File: src/include/fetch_defines.svh
/*
  Burst fetcher constants: one fetch is 33 bursts of 16 beats, 528 lines.
  Beats are 256 bits, so byte addresses carry a fixed shift of 5.
  The page ID and ID base are fixed for the memory path in use.
*/
`ifndef FETCH_DEFINES_SVH
`define FETCH_DEFINES_SVH

// ============================================================
// Widths
// ============================================================
`define FETCH_DATA_W       256     // One line, one beat
`define FETCH_AXI_ADDR_W   42      // AXI byte address
`define FETCH_CMD_ADDR_W   26      // Line address from the command
`define FETCH_LINE_ADDR_W  11      // Line buffer, 0..527

// ============================================================
// Burst geometry and flow control
// ============================================================
`define FETCH_BEATS        16      // Beats per burst
`define FETCH_BURSTS       33      // Bursts per fetch
`define FETCH_LINES        528     // Beats x bursts
`define FETCH_MAX_OUT      6       // Outstanding burst limit
`define FETCH_PREDICT      3       // Issue next AR this many beats early
`define FETCH_BYTE_SHIFT   5       // 32 bytes per beat
`define FETCH_PAGE_ID      9'd2    // Top bits of araddr
`define FETCH_ID_BASE      8'hFE   // First arid of a fetch

`endif
File: src/logic/fetch_pkg.sv
/*
  Types shared by the fetcher blocks.
  All widths follow fetch_defines.svh.
*/
`include "fetch_defines.svh"

package fetch_pkg;

    // Fetch sequencing
    typedef enum logic [2:0] {
        IDLE   = 3'd0,   // Wait for rising fetch enable
        INIT   = 3'd1,   // First AR raised here
        ACTIVE = 3'd2,   // Issue and receive
        DRAIN  = 3'd3,   // All lines in, bursts still open
        DONE   = 3'd4    // One cycle, then done pulse
    } fetch_state_e;

    // Line buffer side
    typedef enum logic {
        TARGET_LEFT  = 1'b0,
        TARGET_RIGHT = 1'b1
    } target_e;

    typedef logic [`FETCH_DATA_W-1:0]      line_t;
    typedef logic [`FETCH_AXI_ADDR_W-1:0]  axi_addr_t;
    typedef logic [`FETCH_CMD_ADDR_W-1:0]  cmd_addr_t;
    typedef logic [`FETCH_LINE_ADDR_W-1:0] line_addr_t;
    typedef logic [7:0]                    axi_id_t;

endpackage : fetch_pkg

File: src/logic/fetch_ctrl_if.sv
/*
  Control and status between the FSM, the burst tracker and the line writer.
  start is a single-cycle pulse; counters in tracker and writer clear on it.
*/
`timescale 1ns/100ps

interface fetch_ctrl_if;

    logic                 start;           // Command accepted
    logic                 issue_en;        // AR issue allowed (INIT, ACTIVE)
    logic                 rd_en;           // rready (ACTIVE, DRAIN)
    fetch_pkg::cmd_addr_t base_addr;       // Registered command address
    fetch_pkg::target_e   target;          // Registered command target
    logic                 no_outstanding;  // Every issued burst returned
    logic                 lines_done;      // All 528 beats accepted

    modport fsm (
        output start, issue_en, rd_en, base_addr, target,
        input  no_outstanding, lines_done
    );

    modport tracker (
        input  start, issue_en, rd_en, base_addr,
        output no_outstanding
    );

    modport writer (
        input  start, rd_en, target,
        output lines_done
    );

endinterface : fetch_ctrl_if

File: src/logic/fetcher_top.sv
/*
  Burst fetcher top: copies 528 lines from AXI4 memory into a line buffer.
  Only the AXI4 read channels are present. rready is high in ACTIVE and
  DRAIN only, and never drops inside a fetch.
*/
`timescale 1ns/100ps

module fetcher_top (
    input  logic                  i_clk,
    input  logic                  i_reset_n,

    // ============================================================
    // Command
    // ============================================================
    input  logic                  i_fetch_en,      // Rising edge starts
    input  fetch_pkg::cmd_addr_t  i_fetch_addr,    // Line address
    input  fetch_pkg::target_e    i_fetch_target,
    output logic                  o_fetch_done,

    // ============================================================
    // AXI4 read
    // ============================================================
    input  logic                  i_arready,
    output logic                  o_arvalid,
    output fetch_pkg::axi_id_t    o_arid,
    output fetch_pkg::axi_addr_t  o_araddr,
    output logic [7:0]            o_arlen,
    output logic [2:0]            o_arsize,
    output logic [1:0]            o_arburst,
    input  logic                  i_rvalid,
    input  fetch_pkg::line_t      i_rdata,
    input  logic                  i_rlast,
    output logic                  o_rready,

    // Line buffer write
    output logic                  o_buf_wr_en,
    output fetch_pkg::line_addr_t o_buf_wr_addr,
    output fetch_pkg::line_t      o_buf_wr_data,
    output fetch_pkg::target_e    o_buf_wr_target
);

    fetch_ctrl_if ctrl_if ();

    fetch_fsm u_fsm (
        .i_clk          (i_clk),
        .i_reset_n      (i_reset_n),
        .i_fetch_en     (i_fetch_en),
        .i_fetch_addr   (i_fetch_addr),
        .i_fetch_target (i_fetch_target),
        .o_fetch_done   (o_fetch_done),
        .ctrl           (ctrl_if.fsm)
    );

    burst_tracker u_tracker (
        .i_clk     (i_clk),
        .i_reset_n (i_reset_n),
        .i_arready (i_arready),
        .i_rvalid  (i_rvalid),
        .i_rlast   (i_rlast),
        .o_arvalid (o_arvalid),
        .o_arid    (o_arid),
        .o_araddr  (o_araddr),
        .o_arlen   (o_arlen),
        .o_arsize  (o_arsize),
        .o_arburst (o_arburst),
        .ctrl      (ctrl_if.tracker)
    );

    line_writer u_writer (
        .i_clk           (i_clk),
        .i_reset_n       (i_reset_n),
        .i_rvalid        (i_rvalid),
        .i_rdata         (i_rdata),
        .o_buf_wr_en     (o_buf_wr_en),
        .o_buf_wr_addr   (o_buf_wr_addr),
        .o_buf_wr_data   (o_buf_wr_data),
        .o_buf_wr_target (o_buf_wr_target),
        .ctrl            (ctrl_if.writer)
    );

    assign o_rready = ctrl_if.rd_en;   // Same gate the tracker and writer count with

endmodule : fetcher_top

File: src/logic/line_writer.sv
/*
  Line-buffer write path. One write per accepted read beat, one cycle later.
  Addresses run linearly from 0; the target is the command's, for all lines.
*/
`timescale 1ns/100ps
`include "fetch_defines.svh"

module line_writer (
    input  logic                  i_clk,
    input  logic                  i_reset_n,
    input  logic                  i_rvalid,
    input  fetch_pkg::line_t      i_rdata,
    output logic                  o_buf_wr_en,
    output fetch_pkg::line_addr_t o_buf_wr_addr,
    output fetch_pkg::line_t      o_buf_wr_data,
    output fetch_pkg::target_e    o_buf_wr_target,
    fetch_ctrl_if.writer          ctrl
);

    fetch_pkg::line_addr_t beat_cnt_q;   // Beats accepted this fetch
    logic                  beat_fire;

    assign beat_fire = i_rvalid && ctrl.rd_en;

    // ============================================================
    // Beat counter
    // ============================================================
    always_ff @(posedge i_clk) begin
        if (!i_reset_n || ctrl.start) begin
            beat_cnt_q <= '0;
        end else if (beat_fire) begin
            beat_cnt_q <= beat_cnt_q + 1'b1;
        end
    end

    assign ctrl.lines_done = (beat_cnt_q == `FETCH_LINES);

    // Registered write, enable only is reset
    always_ff @(posedge i_clk) begin
        if (!i_reset_n) begin
            o_buf_wr_en <= 1'b0;
        end else begin
            o_buf_wr_en <= beat_fire;
        end
    end

    always_ff @(posedge i_clk) begin
        if (beat_fire) begin
            o_buf_wr_addr   <= beat_cnt_q;     // Linear line 0..527
            o_buf_wr_data   <= i_rdata;
            o_buf_wr_target <= ctrl.target;
        end
    end

    a_addr_range: assert property (@(posedge i_clk) disable iff (!i_reset_n)
        o_buf_wr_en |-> o_buf_wr_addr < `FETCH_LINES);

    // Once every line is in, memory has nothing left to send
    a_no_extra: assert property (@(posedge i_clk) disable iff (!i_reset_n)
        ctrl.lines_done && ctrl.rd_en |-> !i_rvalid);

endmodule : line_writer

File: src/logic/burst_tracker.sv
/*
  AXI4 read-address side. Raises the next AR a few beats before the current
  burst's rlast so bursts run back to back. At most FETCH_MAX_OUT bursts open.
  Fixed INCR bursts of 16 x 32 bytes; arid counts up from FETCH_ID_BASE.
*/
`timescale 1ns/100ps
`include "fetch_defines.svh"

module burst_tracker (
    input  logic                 i_clk,
    input  logic                 i_reset_n,
    input  logic                 i_arready,
    input  logic                 i_rvalid,
    input  logic                 i_rlast,
    output logic                 o_arvalid,
    output fetch_pkg::axi_id_t   o_arid,
    output fetch_pkg::axi_addr_t o_araddr,
    output logic [7:0]           o_arlen,
    output logic [2:0]           o_arsize,
    output logic [1:0]           o_arburst,
    fetch_ctrl_if.tracker        ctrl
);

    localparam int OUT_W   = $clog2(`FETCH_MAX_OUT + 1);
    localparam int ISSUE_W = $clog2(`FETCH_BURSTS + 1);
    localparam int CD_W    = $clog2(`FETCH_BEATS);

    logic                 ar_pending_q;    // Drives arvalid
    logic [ISSUE_W-1:0]   issued_q;        // ARs accepted this fetch
    logic [OUT_W-1:0]     out_cnt_q;       // Open bursts
    logic                 burst_active_q;  // Data of some burst still due
    logic [CD_W-1:0]      beats_left_q;    // Beats to rlast of current burst
    fetch_pkg::axi_id_t   id_q;
    fetch_pkg::cmd_addr_t burst_line;
    logic                 ar_fire, beat_fire, last_fire;
    logic                 window_open;

    assign ar_fire   = ar_pending_q && i_arready;
    assign beat_fire = i_rvalid && ctrl.rd_en;
    assign last_fire = beat_fire && i_rlast;

    // Idle, or close to the end of the current burst
    assign window_open = !burst_active_q ||
                         (beats_left_q >= 1 && beats_left_q <= `FETCH_PREDICT);

    // ============================================================
    // Request and counters
    // ============================================================
    always_ff @(posedge i_clk) begin
        if (!i_reset_n || ctrl.start) begin
            ar_pending_q <= 1'b0;
            issued_q     <= '0;
            out_cnt_q    <= '0;
            id_q         <= `FETCH_ID_BASE;
        end else begin
            if (ar_fire) begin
                ar_pending_q <= 1'b0;
                issued_q     <= issued_q + 1'b1;
                id_q         <= id_q + 1'b1;          // Wraps at 8 bits
            end else if (ctrl.issue_en && !ar_pending_q && issued_q < `FETCH_BURSTS &&
                         out_cnt_q < `FETCH_MAX_OUT && window_open) begin
                ar_pending_q <= 1'b1;
            end
            case ({ar_fire, last_fire})
                2'b10:   out_cnt_q <= out_cnt_q + 1'b1;
                2'b01:   out_cnt_q <= out_cnt_q - 1'b1;
                default: out_cnt_q <= out_cnt_q;     // None, or one in one out
            endcase
        end
    end

    // ============================================================
    // Beat countdown
    // ============================================================
    always_ff @(posedge i_clk) begin
        if (!i_reset_n || ctrl.start) begin
            burst_active_q <= 1'b0;
            beats_left_q   <= '0;
        end else if (ar_fire) begin
            burst_active_q <= 1'b1;
            beats_left_q   <= CD_W'(`FETCH_BEATS - 1);
        end else if (last_fire) begin
            // Next burst follows directly when one more is open
            if (out_cnt_q > 1) begin
                beats_left_q <= CD_W'(`FETCH_BEATS - 1);
            end else begin
                burst_active_q <= 1'b0;
                beats_left_q   <= '0;
            end
        end else if (beat_fire && beats_left_q != 0) begin
            beats_left_q <= beats_left_q - 1'b1;
        end
    end

    // ============================================================
    // AR channel
    // ============================================================
    // Stable while pending: issued_q moves only on ar_fire
    assign burst_line = ctrl.base_addr + fetch_pkg::cmd_addr_t'(issued_q * `FETCH_BEATS);

    assign o_arvalid = ar_pending_q;
    assign o_arid    = id_q;
    assign o_araddr  = {`FETCH_PAGE_ID, 2'b00, burst_line, {`FETCH_BYTE_SHIFT{1'b0}}};
    assign o_arlen   = 8'(`FETCH_BEATS - 1);
    assign o_arsize  = 3'(`FETCH_BYTE_SHIFT);
    assign o_arburst = 2'b01;                   // INCR

    assign ctrl.no_outstanding = (out_cnt_q == 0);

    a_out_limit: assert property (@(posedge i_clk) disable iff (!i_reset_n)
        out_cnt_q <= `FETCH_MAX_OUT);

    a_ar_hold: assert property (@(posedge i_clk) disable iff (!i_reset_n)
        o_arvalid && !i_arready |=> o_arvalid && $stable(o_araddr) && $stable(o_arid));

endmodule : burst_tracker

File: src/logic/fetch_fsm.sv
/*
  Fetch sequencing. A fetch starts only on a rising i_fetch_en seen in IDLE;
  a level held high after done is ignored. o_fetch_done is one cycle wide,
  the cycle after DONE. Address and target are held for the whole fetch.
*/
`timescale 1ns/100ps

module fetch_fsm (
    input  logic                 i_clk,
    input  logic                 i_reset_n,
    input  logic                 i_fetch_en,
    input  fetch_pkg::cmd_addr_t i_fetch_addr,
    input  fetch_pkg::target_e   i_fetch_target,
    output logic                 o_fetch_done,
    fetch_ctrl_if.fsm            ctrl
);

    fetch_pkg::fetch_state_e state_q, state_d;
    logic                    fetch_en_q;     // Previous sample of i_fetch_en
    logic                    done_q;
    fetch_pkg::cmd_addr_t    base_addr_q;
    fetch_pkg::target_e      target_q;

    // ============================================================
    // Command capture
    // ============================================================
    assign ctrl.start = (state_q == fetch_pkg::IDLE) && i_fetch_en && !fetch_en_q;

    always_ff @(posedge i_clk) begin
        if (ctrl.start) begin
            base_addr_q <= i_fetch_addr;
            target_q    <= i_fetch_target;
        end
    end

    // ============================================================
    // State machine
    // ============================================================
    always_ff @(posedge i_clk) begin
        if (!i_reset_n) begin
            state_q    <= fetch_pkg::IDLE;
            fetch_en_q <= 1'b0;
            done_q     <= 1'b0;
        end else begin
            state_q    <= state_d;
            fetch_en_q <= i_fetch_en;
            done_q     <= (state_q == fetch_pkg::DONE);  // Pulse after DONE
        end
    end

    always_comb begin
        state_d = state_q;
        case (state_q)
            fetch_pkg::IDLE:   if (ctrl.start) state_d = fetch_pkg::INIT;
            fetch_pkg::INIT:   state_d = fetch_pkg::ACTIVE;  // First AR already raised
            fetch_pkg::ACTIVE: begin
                // Lines can finish before the last rlast count settles
                if (ctrl.lines_done) begin
                    state_d = ctrl.no_outstanding ? fetch_pkg::DONE : fetch_pkg::DRAIN;
                end
            end
            fetch_pkg::DRAIN:  if (ctrl.no_outstanding) state_d = fetch_pkg::DONE;
            fetch_pkg::DONE:   state_d = fetch_pkg::IDLE;
            default:           state_d = fetch_pkg::IDLE;
        endcase
    end

    assign ctrl.issue_en  = (state_q == fetch_pkg::INIT) || (state_q == fetch_pkg::ACTIVE);
    assign ctrl.rd_en     = (state_q == fetch_pkg::ACTIVE) || (state_q == fetch_pkg::DRAIN);
    assign ctrl.base_addr = base_addr_q;
    assign ctrl.target    = target_q;
    assign o_fetch_done   = done_q;

    // New command only once the last fetch has no burst open
    a_start_idle: assert property (@(posedge i_clk) disable iff (!i_reset_n)
        ctrl.start |-> ctrl.no_outstanding);

endmodule : fetch_fsm

File: config.mk
export PLATFORM = sky130hd
export DESIGN_NAME = fetcher_top
export DESIGN_NICKNAME = d
export VERILOG_FILES = /design/src/logic/fetch_pkg.sv /design/src/logic/fetch_ctrl_if.sv /design/src/logic/fetcher_top.sv /design/src/logic/line_writer.sv /design/src/logic/burst_tracker.sv /design/src/logic/fetch_fsm.sv
export VERILOG_INCLUDE_DIRS = /design/src /design/src/include
export SDC_FILE = /design/constraint.sdc
export NUM_CORES = 1
export LEC_CHECK = 0
export BUFFER_PORTS_ARGS = -buffer_cell sky130_fd_sc_hd__buf_2
export CORE_AREA = 2 2 243 245
export CTS_BUF_LIST = sky130_fd_sc_hd__clkbuf_16
export CTS_CLUSTER_SIZE = 40
export DETAILED_ROUTE_END_ITERATION = 12
export DIE_AREA = 0 0 245 247
export PLACE_DENSITY = 0.43
export RECOVER_POWER = 100
export SYNTH_ARGS = -nofsm -noshare
export SYNTH_HDL_FRONTEND = slang
export SYNTH_SLANG_ARGS = --single-unit
File: constraint.sdc
create_clock -name i_clk -period 3.62 [get_ports i_clk]
set_input_delay 0.362 -clock i_clk [delete_from_list [all_inputs] [get_ports i_clk]]
set_output_delay 0.362 -clock i_clk [all_outputs]
set_load 0.005 [all_outputs]
# Word-level counts from Yosys, hierarchy flattened
# Cells that the tools add are included.
[word_totals]
out_inout_bits = 335
in_bits = 289
ff_bits = 335
[classes]
add_sub_neg = 7
n_reduce_logical = 28
n_mux = 13
n_eq_ne = 11
order_cmp = 5
[ops]
columns = ["cell", "count"]
rows = [
  ["$add 26x10->26", 1],
  ["$mux 4", 4],
  ["$mux 3", 4],
  ["$pmux 3 s4", 1],
  ["$add 11x1->11 const B", 1],
  ["$eq 11x10->1 const B", 1],
  ["$logic_and 1x1->1", 11],
  ["$add 8x1->8 const B", 1],
  ["$add 6x1->6 const B", 1],
  ["$eq 3x2->1 const B", 2],
  ["$logic_not 3->1", 2],
  ["$lt 6x6->1 const B", 1],
  ["$ne 2x1->1 const B", 3],
  ["$pmux 3 s2", 1],
  ["$ge 4x1->1 const B", 1],
  ["$le 4x2->1 const B", 1],
  ["$logic_not 1->1", 4],
  ["$logic_or 1x1->1", 4],
  ["$reduce_bool 2->1", 2],
  ["$reduce_bool 4->1", 1],
  ["$sub 4x1->4 const B", 1],
  ["$add 3x1->3 const B", 1],
  ["$eq 3x1->1 const B", 1],
  ["$eq 3x3->1 const B", 1],
  ["other kinds (11)", 13],
]

# Longest topological paths before layout
# Gate-level depths: netlist of run 1.
[depth]
word_depth = 7
mapped_depth = 9
ltp_nobuf = 8

# Modules after synthesis
# From an unflattened synthesis of run 1, not the netlist that was laid out.
[unflattened]
cells_unflattened = 625
area_unflattened_um2 = 11619.9
[modules_own_cells]
columns = ["module", "cells_per_inst", "area_per_inst_um2", "seq_area_each_um2", "n_inst"]
rows = [
  ["line_writer", 337, 8637.0, 8287.9, 1],
  ["burst_tracker", 241, 1974.4, 460.4, 1],
  ["fetch_fsm", 47, 1008.5, 910.9, 1],
]

# Worst setup path after synthesis of run 1
# No wires, ideal clock.
[synth_path]
path_type = "register to register"
startpoint = "reg u_fsm.state_q[2]"
endpoint = "reg u_tracker.out_cnt_q[2]"
setup_time_ns = 0.117
arrival_time_ns = 3.021
required_time_ns = 3.503
period_less_slack_ns = 3.138
slack_ns = 0.482
path_stages_with_launch = 10
cell_sequence = "dfxtp_1 and3b_1 buf_6 nand2_1 inv_1 ha_1 mux2_2 nand2_1 xor2_1 nor2_1"
[synth_between]
elab_chain_len = 6
word_cells_on_any_way = 13
[synth_lines]
columns = ["element", "line_no", "text"]
rows = [
  ["start, declared", "fetch_fsm.sv:18", "fetch_pkg::fetch_state_e state_q, state_d;"],
  ["start signal, assigned", "fetch_fsm.sv:41", "state_q <= fetch_pkg::IDLE;"],
  ["start signal, assigned", "fetch_fsm.sv:45", "state_q <= state_d;"],
  ["$eq 3x2->1", "fetch_fsm.sv:69", "assign ctrl.rd_en = (state_q == fetch_pkg::ACTIVE) || (state_q == fetch_pkg::DRAIN);"],
  ["$logic_or 1x1->1 (*)", "fetch_fsm.sv:69", ""],
  ["$logic_and 1x1->1 (*)", "burst_tracker.sv:39", "assign beat_fire = i_rvalid && ctrl.rd_en;"],
  ["net u_tracker.beat_fire", "burst_tracker.sv:35", "logic ar_fire, beat_fire, last_fire;"],
  ["$logic_and 1x1->1 (*)", "burst_tracker.sv:40", "assign last_fire = beat_fire && i_rlast;"],
  ["$eq 2x1->1 / $eq 2x2->1 (equally long branches)", "burst_tracker.sv:64", "case ({ar_fire, last_fire})"],
  ["$pmux 3 s2 / $reduce_bool 2->1 (equally long branches)", "-", ""],
  ["end signal, assigned", "burst_tracker.sv:65", "2'b10: out_cnt_q <= out_cnt_q + 1'b1;"],
  ["end signal, assigned", "burst_tracker.sv:66", "2'b01: out_cnt_q <= out_cnt_q - 1'b1;"],
  ["end signal, assigned", "burst_tracker.sv:67", "default: out_cnt_q <= out_cnt_q;"],
  ["end, declared", "burst_tracker.sv:30", "logic [OUT_W-1:0] out_cnt_q;"],
]
# Mark *: on every way through the listed nets, which the timed path passes. The rest lies on a longest branch.
# A chain may end at the register's enable or synchronous reset.

# Final worst setup path of run 1
[layout_path]
startpoint = "reg u_fsm.base_addr_q[9], in the netlist u_fsm.ctrl.base_addr[9]"
endpoint = "out o_araddr[30]"
[layout_between]
elab_chain_len = 1
[layout_lines]
columns = ["element", "line_no", "text"]
rows = [
  ["start, declared", "fetch_fsm.sv:21", "fetch_pkg::cmd_addr_t base_addr_q;"],
  ["start signal, assigned", "fetch_fsm.sv:31", "base_addr_q <= i_fetch_addr;"],
  ["$add 26x10->26", "burst_tracker.sv:99", "assign burst_line = ctrl.base_addr + fetch_pkg::cmd_addr_t'(issued_q * `FETCH_BEATS);"],
  ["end, declared", "fetcher_top.sv:26", "output fetch_pkg::axi_addr_t o_araddr,"],
]
# No other way between the ends.

==> run_results.csv, run 1 <==
group,metric,value,unit
floorplanning,die_h,247,um
critical_path,reg2reg_from,"u_fsm.state_q[0]",
floorplanning,core,58200,um2
power_and_ir_drop,vdd.ir_drop.worst,0.285,mV
run,drv_cap,3,
place,post-dp-hpwl,31200,um
grt,grt_usage,13.2,%
grt,grt_overflow,0,
critical_path,r2r_cells,6,
timing,rsz0062_at_grt,"no",
layout,final_common_cell,"buf_2",
critical_path,worstSetupStartpointType,"flip-flop",
timing,fin_skew,0.0169,ns
yosys,ys_seq_elements,335,
clock_tree,cts_buffers,41,
critical_path,cp.required,3.26,ns
yosys,synthFlopType,"edfxtp_1",
layout,final_cell_mix,"buf_2 (322), edfxtp_1 (295), dlygate4sd3_1 (283)",
floorplanning,ios,624,
layout,area_delta_synth_final,65.0,%
layout,layoutNonFillerInstCount,2343,
routing,vias_per_cell,3.73,
routing,wl_per_cell,18.0,um
timing,worst_pin_slew,1.75,ns
timing,period_minus_slack,3.17,ns
yosys,ys_warn_count,0,
floorplanning,die_w,245,um
place,dp_cells,1984,
yosys,synth_area,11600,um2
critical_path,crit_start,"u_fsm.ctrl.base_addr[9]",
critical_path,r2r_setup_slack,0.54,ns
routing,drtIter0Drc,365,
critical_path,crit_path_end,"o_araddr[30]",
floorplanning,die_area,60500,um2
clock_tree,cts.clk_slew.worst_paths,0.05,ns
grt,grt_max_degree,166,
critical_path,crit_fanout,6,
timing,finalSetupViolCount,0,
critical_path,crit_type,"reg2out",
timing,setup-tns-final,0,ns
power_and_ir_drop,p_per_area,465,nW/um2
timing,slew_headroom,-16.6,%
yosys,synth-seq-area-share,83.3,%
place,io_buffer_count,594,
place,routabilityCongestion,0.810,
clock_tree,htreeDepth,2,
yosys,avgSynthCellArea,18.6,um2
yosys,yosysUniqueCellTypes,50,
yosys,synth_edf_count,295,
clock_tree,root_buffer,"clkbuf_16",
critical_path,end_kind,"primary output",
timing,maxSlewViolCount,263,
grt,grt_pass1_vias,8960,
floorplanning,fp-row-count,89,
clock_tree,clk_path_buf_depth,3,
routing,detail-route-antenna-nets,0,
timing,finalHoldViolCount,0,
layout,nFillCells,5927,
timing,fmaxAchievable,0.315,GHz
routing,drtPass1Iterations,4,
status,violations,"capacitance limit, slew limit",
yosys,netlist_instances,623,
timing,period_share,87.6,%
grt,grt_pass1_wl,58300,um
clock_tree,clk_latency,0.54,ns
power_and_ir_drop,p_leak,0.00715,uW
grt,antenna_found_initial,11,
yosys,async_flop_share,0,%
routing,wirelength,42200,um
layout,fin_nets,1847,
layout,drive_gt1_share,25.2,%
clock_tree,cts.sink_count,335,
clock_tree,cts_tree,"yes",
critical_path,r2r_end,"u_tracker.beats_left_q[1]",
routing,drc,0,
routing,vias,8751,
floorplanning,initial_core_util,19.9,%
critical_path,cp.arrival,2.81,ns
worst_hold_path,min_path_type,"in2reg",
status,outcome,"finished, violations left",
## through the flow
step	total power, uW	worst slack, ns	instance area (um2)	hold WS, ns	util, %
after floorplan	4630	0.482	11700	0.400	-
after global placement	4930	1.17	15400	0.405	26.5
after detailed placement	4930	1.06	15400	0.411	26.5
after CTS	9090	0.444	19500	0.0144	33.4
after global routing	9280	0.220	19100	0.0366	32.8
final	8900	0.450	19100	0.0618	32.8
## Yosys cell counts (all sizes together) (13+ instances only)
cell type | number | area, um2
inv | 15 | 56.3
buf | 38 | 279
nand2 | 25 | 93.8
xor2 | 15 | 131
nand4 | 15 | 93.8
nor2 | 37 | 141
nand3 | 13 | 65.1
dfxtp | 40 | 801
xnor2 | 27 | 236
edfxtp | 295 | 8860
ha | 20 | 250
## worst min path at each step
stage                            startpoint                  endpoint  slack [ns]  cells past startpoint
after floorplan           u_fsm.ctrl.target  u_writer.o_buf_wr_target        0.40                      0
after global placement    u_fsm.ctrl.target  u_writer.o_buf_wr_target        0.41                      0
after detailed placement  u_fsm.ctrl.target  u_writer.o_buf_wr_target        0.41                      0
after CTS                        i_fetch_en          u_fsm.fetch_en_q        0.01                      2
after global routing             i_fetch_en          u_fsm.fetch_en_q        0.04                      2
final                            i_fetch_en          u_fsm.fetch_en_q        0.06                      2
## power breakdown
part	switching, uW	total (uW)	leakage [uW]	internal (uW)
Clock	1620	3810	0.000621	2200
Sequential	46.0	4390	0.00301	4350
Combinational	309	695	0.00352	387
## area by class of cell
cell class / count / area [um2] / share of cell area (%)
tap: 773 / 967 / 5.06
clock inverter: 30 / 200 / 1.05
sequential: 335 / 9660 / 50.5
antenna: 5 / 12.5 / 0.0654
clock buffer: 41 / 1030 / 5.37
multi-input combinational: 260 / 1690 / 8.83
inverter: 15 / 56.3 / 0.294
timing repair buffer: 884 / 5510 / 28.8
## state kept, by name, indices dropped and copies added (netlist names)
name / count
u_tracker.issued_q: 6
u_writer.o_buf_wr_data: 256
u_fsm.ctrl.base_addr: 26
u_tracker.beats_left_q: 4
u_tracker.burst_active_q: 1
u_tracker.o_arvalid: 1
u_writer.o_buf_wr_addr: 11
u_fsm.fetch_en_q: 1
u_writer.o_buf_wr_target: 1
u_fsm.ctrl.target: 1
u_writer.o_buf_wr_en: 1
u_fsm.state_q: 3
u_fsm.o_fetch_done: 1
u_tracker.out_cnt_q: 3
u_tracker.o_arid: 8
u_writer.beat_cnt_q: 11
## layer usage
layer	global-route usage (%)	wire (um)
met4	4.70	1440
met1	14.2	15900
met5	0	64
met2	23.9	21600
met3	4.41	3190
## timing repair
item | CTS | global route
hold buffers | 283 | 0
endpoints found under the hold margin | 283 | 0
resized for setup | 0 | 0
buffers inserted | 0 | 0
## cell families (layout without fill, tap and decap cells)
kind of cell               count (synthesis)  count (layout)  share of synthesized area (%)
buffers and inverters                     55             970                           2.97
AOI/OAI and AO/OA                         42              42                           2.58
muxes                                      1               1                         0.0971
other                                      2              34                         0.0648
xor gates and xnor gates                  42              42                           3.17
and+or+nand+nor                          125             125                           5.45
DFF                                      335             335                           83.3
adders and majority gates                 21              21                           2.33
## worst max-delay path, stage by stage (launching register included)
cell	delay, ns
edfxtp_1	0.36
ha_1	0.38
o21ai_0	0.17
nor4_1	0.61
and2_0	0.24
nand3_1	0.12
xnor2_1	0.23
buf_2	0.15
Power figures use the tool's default switching activity.
==> run 2: changes to the inputs <==
- CAP_MARGIN: unset -> 20
- CORE_AREA: 2 2 243 245 -> 2 2 246 248
- DIE_AREA: 0 0 245 247 -> 0 0 248 250
- PLACE_DENSITY: 0.43 -> 0.42
==> run 2 against run 1 <==
Net effect:
- the flow still finishes with violations (capacitance limit, slew limit)
- clock power up 9.7%
- worst setup slack worse by 0.012 ns
- critical path type is now reg2reg
- via count up 0.19%
- first-iteration DRC count is 7.1% lower
- design area rose by 0.82%
- critical path depth shrank 4
- hold slack improved by 0.025 ns
==> run_results.csv, run 2 (synthesis results as in run 1) <==
group,metric,value,unit
place,io_buffer_count,594,
critical_path,cp.required,3.82,ns
floorplanning,die_h,250,um
layout,drive_gt1_share,25.8,%
critical_path,crit_fanout,120,
critical_path,crit_start,"u_fsm.state_q[2]",
place,placed_area,15400,um2
layout,regMostFlops,"u_writer.o_buf_wr_data",
timing,period_minus_slack,3.18,ns
clock_tree,cts_buffers,40,
grt,met2_usage,24.0,%
critical_path,cp_slowest_cell,"clkbuf_4",
floorplanning,die_area,62000,um2
floorplanning,initial_core_util,19.5,%
grt,use_met1,13.4,%
routing,drc,0,
grt,grt_max_degree,121,
grt,top_usage_layer,"met2",
power_and_ir_drop,power,9260,uW
routing,detail-route-antenna-nets,0,
floorplanning,die_w,248,um
grt,grt_pass1_vias,9128,
grt,antenna_found_initial,12,
critical_path,end_kind,"flip-flop",
status,outcome,"finished, violations left",
timing,worst_pin_slew,1.80,ns
timing,setup-tns-final,0,ns
timing,finalHoldViolCount,0,
layout,final_cell_mix,"buf_2 (327), edfxtp_1 (295), dlygate4sd3_1 (282)",
timing,maxSlewViolCount,150,
floorplanning,ios,624,
power_and_ir_drop,p_leak,0.00721,uW
grt,grt_overflow,0,
run,drv_cap,2,
floorplanning,fp-row-count,90,
clock_tree,clk_latency,0.56,ns
timing,rsz0062_at_grt,"no",
routing,wirelength,43000,um
grt,grt_usage,13.0,%
clock_tree,cts_setup_buffers,0,
worst_hold_path,min_path_type,"in2reg",
timing,fmaxAchievable,0.314,GHz
timing,fin_skew,0.0166,ns
clock_tree,cts.clk_slew.worst_paths,0.06,ns
worst_hold_path,min_from,"i_arready",
critical_path,worstSetupStartpointType,"flip-flop",
critical_path,crit_type,"reg2reg",
timing,finalSetupViolCount,0,
critical_path,worstPathCellList,"and3b_4, clkbuf_4, clkbuf_4",
routing,drtIter0Drc,339,
power_and_ir_drop,vdd.ir_drop.worst,0.358,mV
clock_tree,cts_tree,"yes",
routing,wl_per_cell,18.3,um
clock_tree,cts.sink_count,335,
place,post-dp-hpwl,32300,um
grt,use_met3,3.88,%
clock_tree,htreeDepth,2,
layout,largest_reg_flops,256,
layout,fin_nets,1846,
timing,slew_headroom,-19.9,%
grt,grt_pass1_wl,59000,um
place,routabilityCongestion,0.805,
status,violations,"capacitance limit, slew limit",
layout,final_area,19300,um2
layout,layoutNonFillerInstCount,2355,
power_and_ir_drop,p_per_area,481,nW/um2
clock_tree,clk_path_buf_depth,3,
layout,area_delta_synth_final,66.3,%
critical_path,cp.arrival,3.38,ns
routing,drtPass1Iterations,4,
critical_path,crit_top_cell,"clkbuf_4",
clock_tree,cts_resized,0,
layout,final_common_cell,"buf_2",
timing,period_share,87.9,%
clock_tree,root_buffer,"clkbuf_16",
critical_path,reg2reg_from,"u_fsm.state_q[2]",
place,dp_cells,1994,
routing,vias_per_cell,3.72,
critical_path,critPathMaxStageDelay,1.28,ns
routing,vias,8768,
floorplanning,core,59600,um2
[run 2: changes by cell type in the layout (fill, tap and decap cells not counted), sizes merged]
cell / before / now
buf: 325 / 330
dlygate4sd3: 283 / 282
clkinv: 15 / 17
clkbuf: 317 / 313
bufinv: 2 / 6
inv: 25 / 19
diode: 5 / 8
[run 2: per-layer routing]
metal,share of wire [%],up-vias
li1,-,4121
met1,35,4215
met2,53,357
met3,7.9,71
met4,3.8,4
met5,0.063,-
[run 2: power by group]
group | switching [uW] | total [uW] | internal [uW]
logic | 313 | 701 | 388
registers | 44.8 | 4390 | 4340
clock network | 1670 | 4180 | 2510
[run 2: final timing paths]
path,to,slack (ns),cells after the start
max,u_writer.o_buf_wr_data[209],0.44,3
max reg2reg,u_writer.o_buf_wr_data[209],0.44,3
min,u_tracker.o_arvalid,0.09,3
min reg2reg,u_writer.o_buf_wr_target,0.42,0
[run 2: stage by stage]
| step | setup WS (ns) | hold slack, ns | util (%) |
|---|---|---|---|
| after floorplan | 0.482 | 0.400 | - |
| after global placement | 0.978 | 0.404 | 25.9 |
| final | 0.438 | 0.0864 | 32.4 |
| after global routing | 0.208 | 0.0631 | 32.3 |
| after CTS | 0.359 | 0.00673 | 33.0 |
| after detailed placement | 0.974 | 0.412 | 25.9 |
[run 2: cell type report]
class,count,area (um2)
flip-flops and latches,335,9660
repair buffers,884,5520
inverters,15,56.3
clock inverters,30,344
well taps,782,978
diodes,8,20.0
fillers,6110,40300
multi-input cells,260,1680
clock buffers,41,1030
[run 2: worst max-delay path: cells and delay by family (launching register included)]
family | cells | cell delay [ns]
DFF | 1 | 0.35
buffers and inverters | 2 | 2.04
and+or+nand+nor | 1 | 0.31
[run 2: timing repair]
action | in CTS | in global routing
hold buffers | 282 | 0
setup endpoints to repair | 0 | 0
hold endpoints to repair | 282 | 0
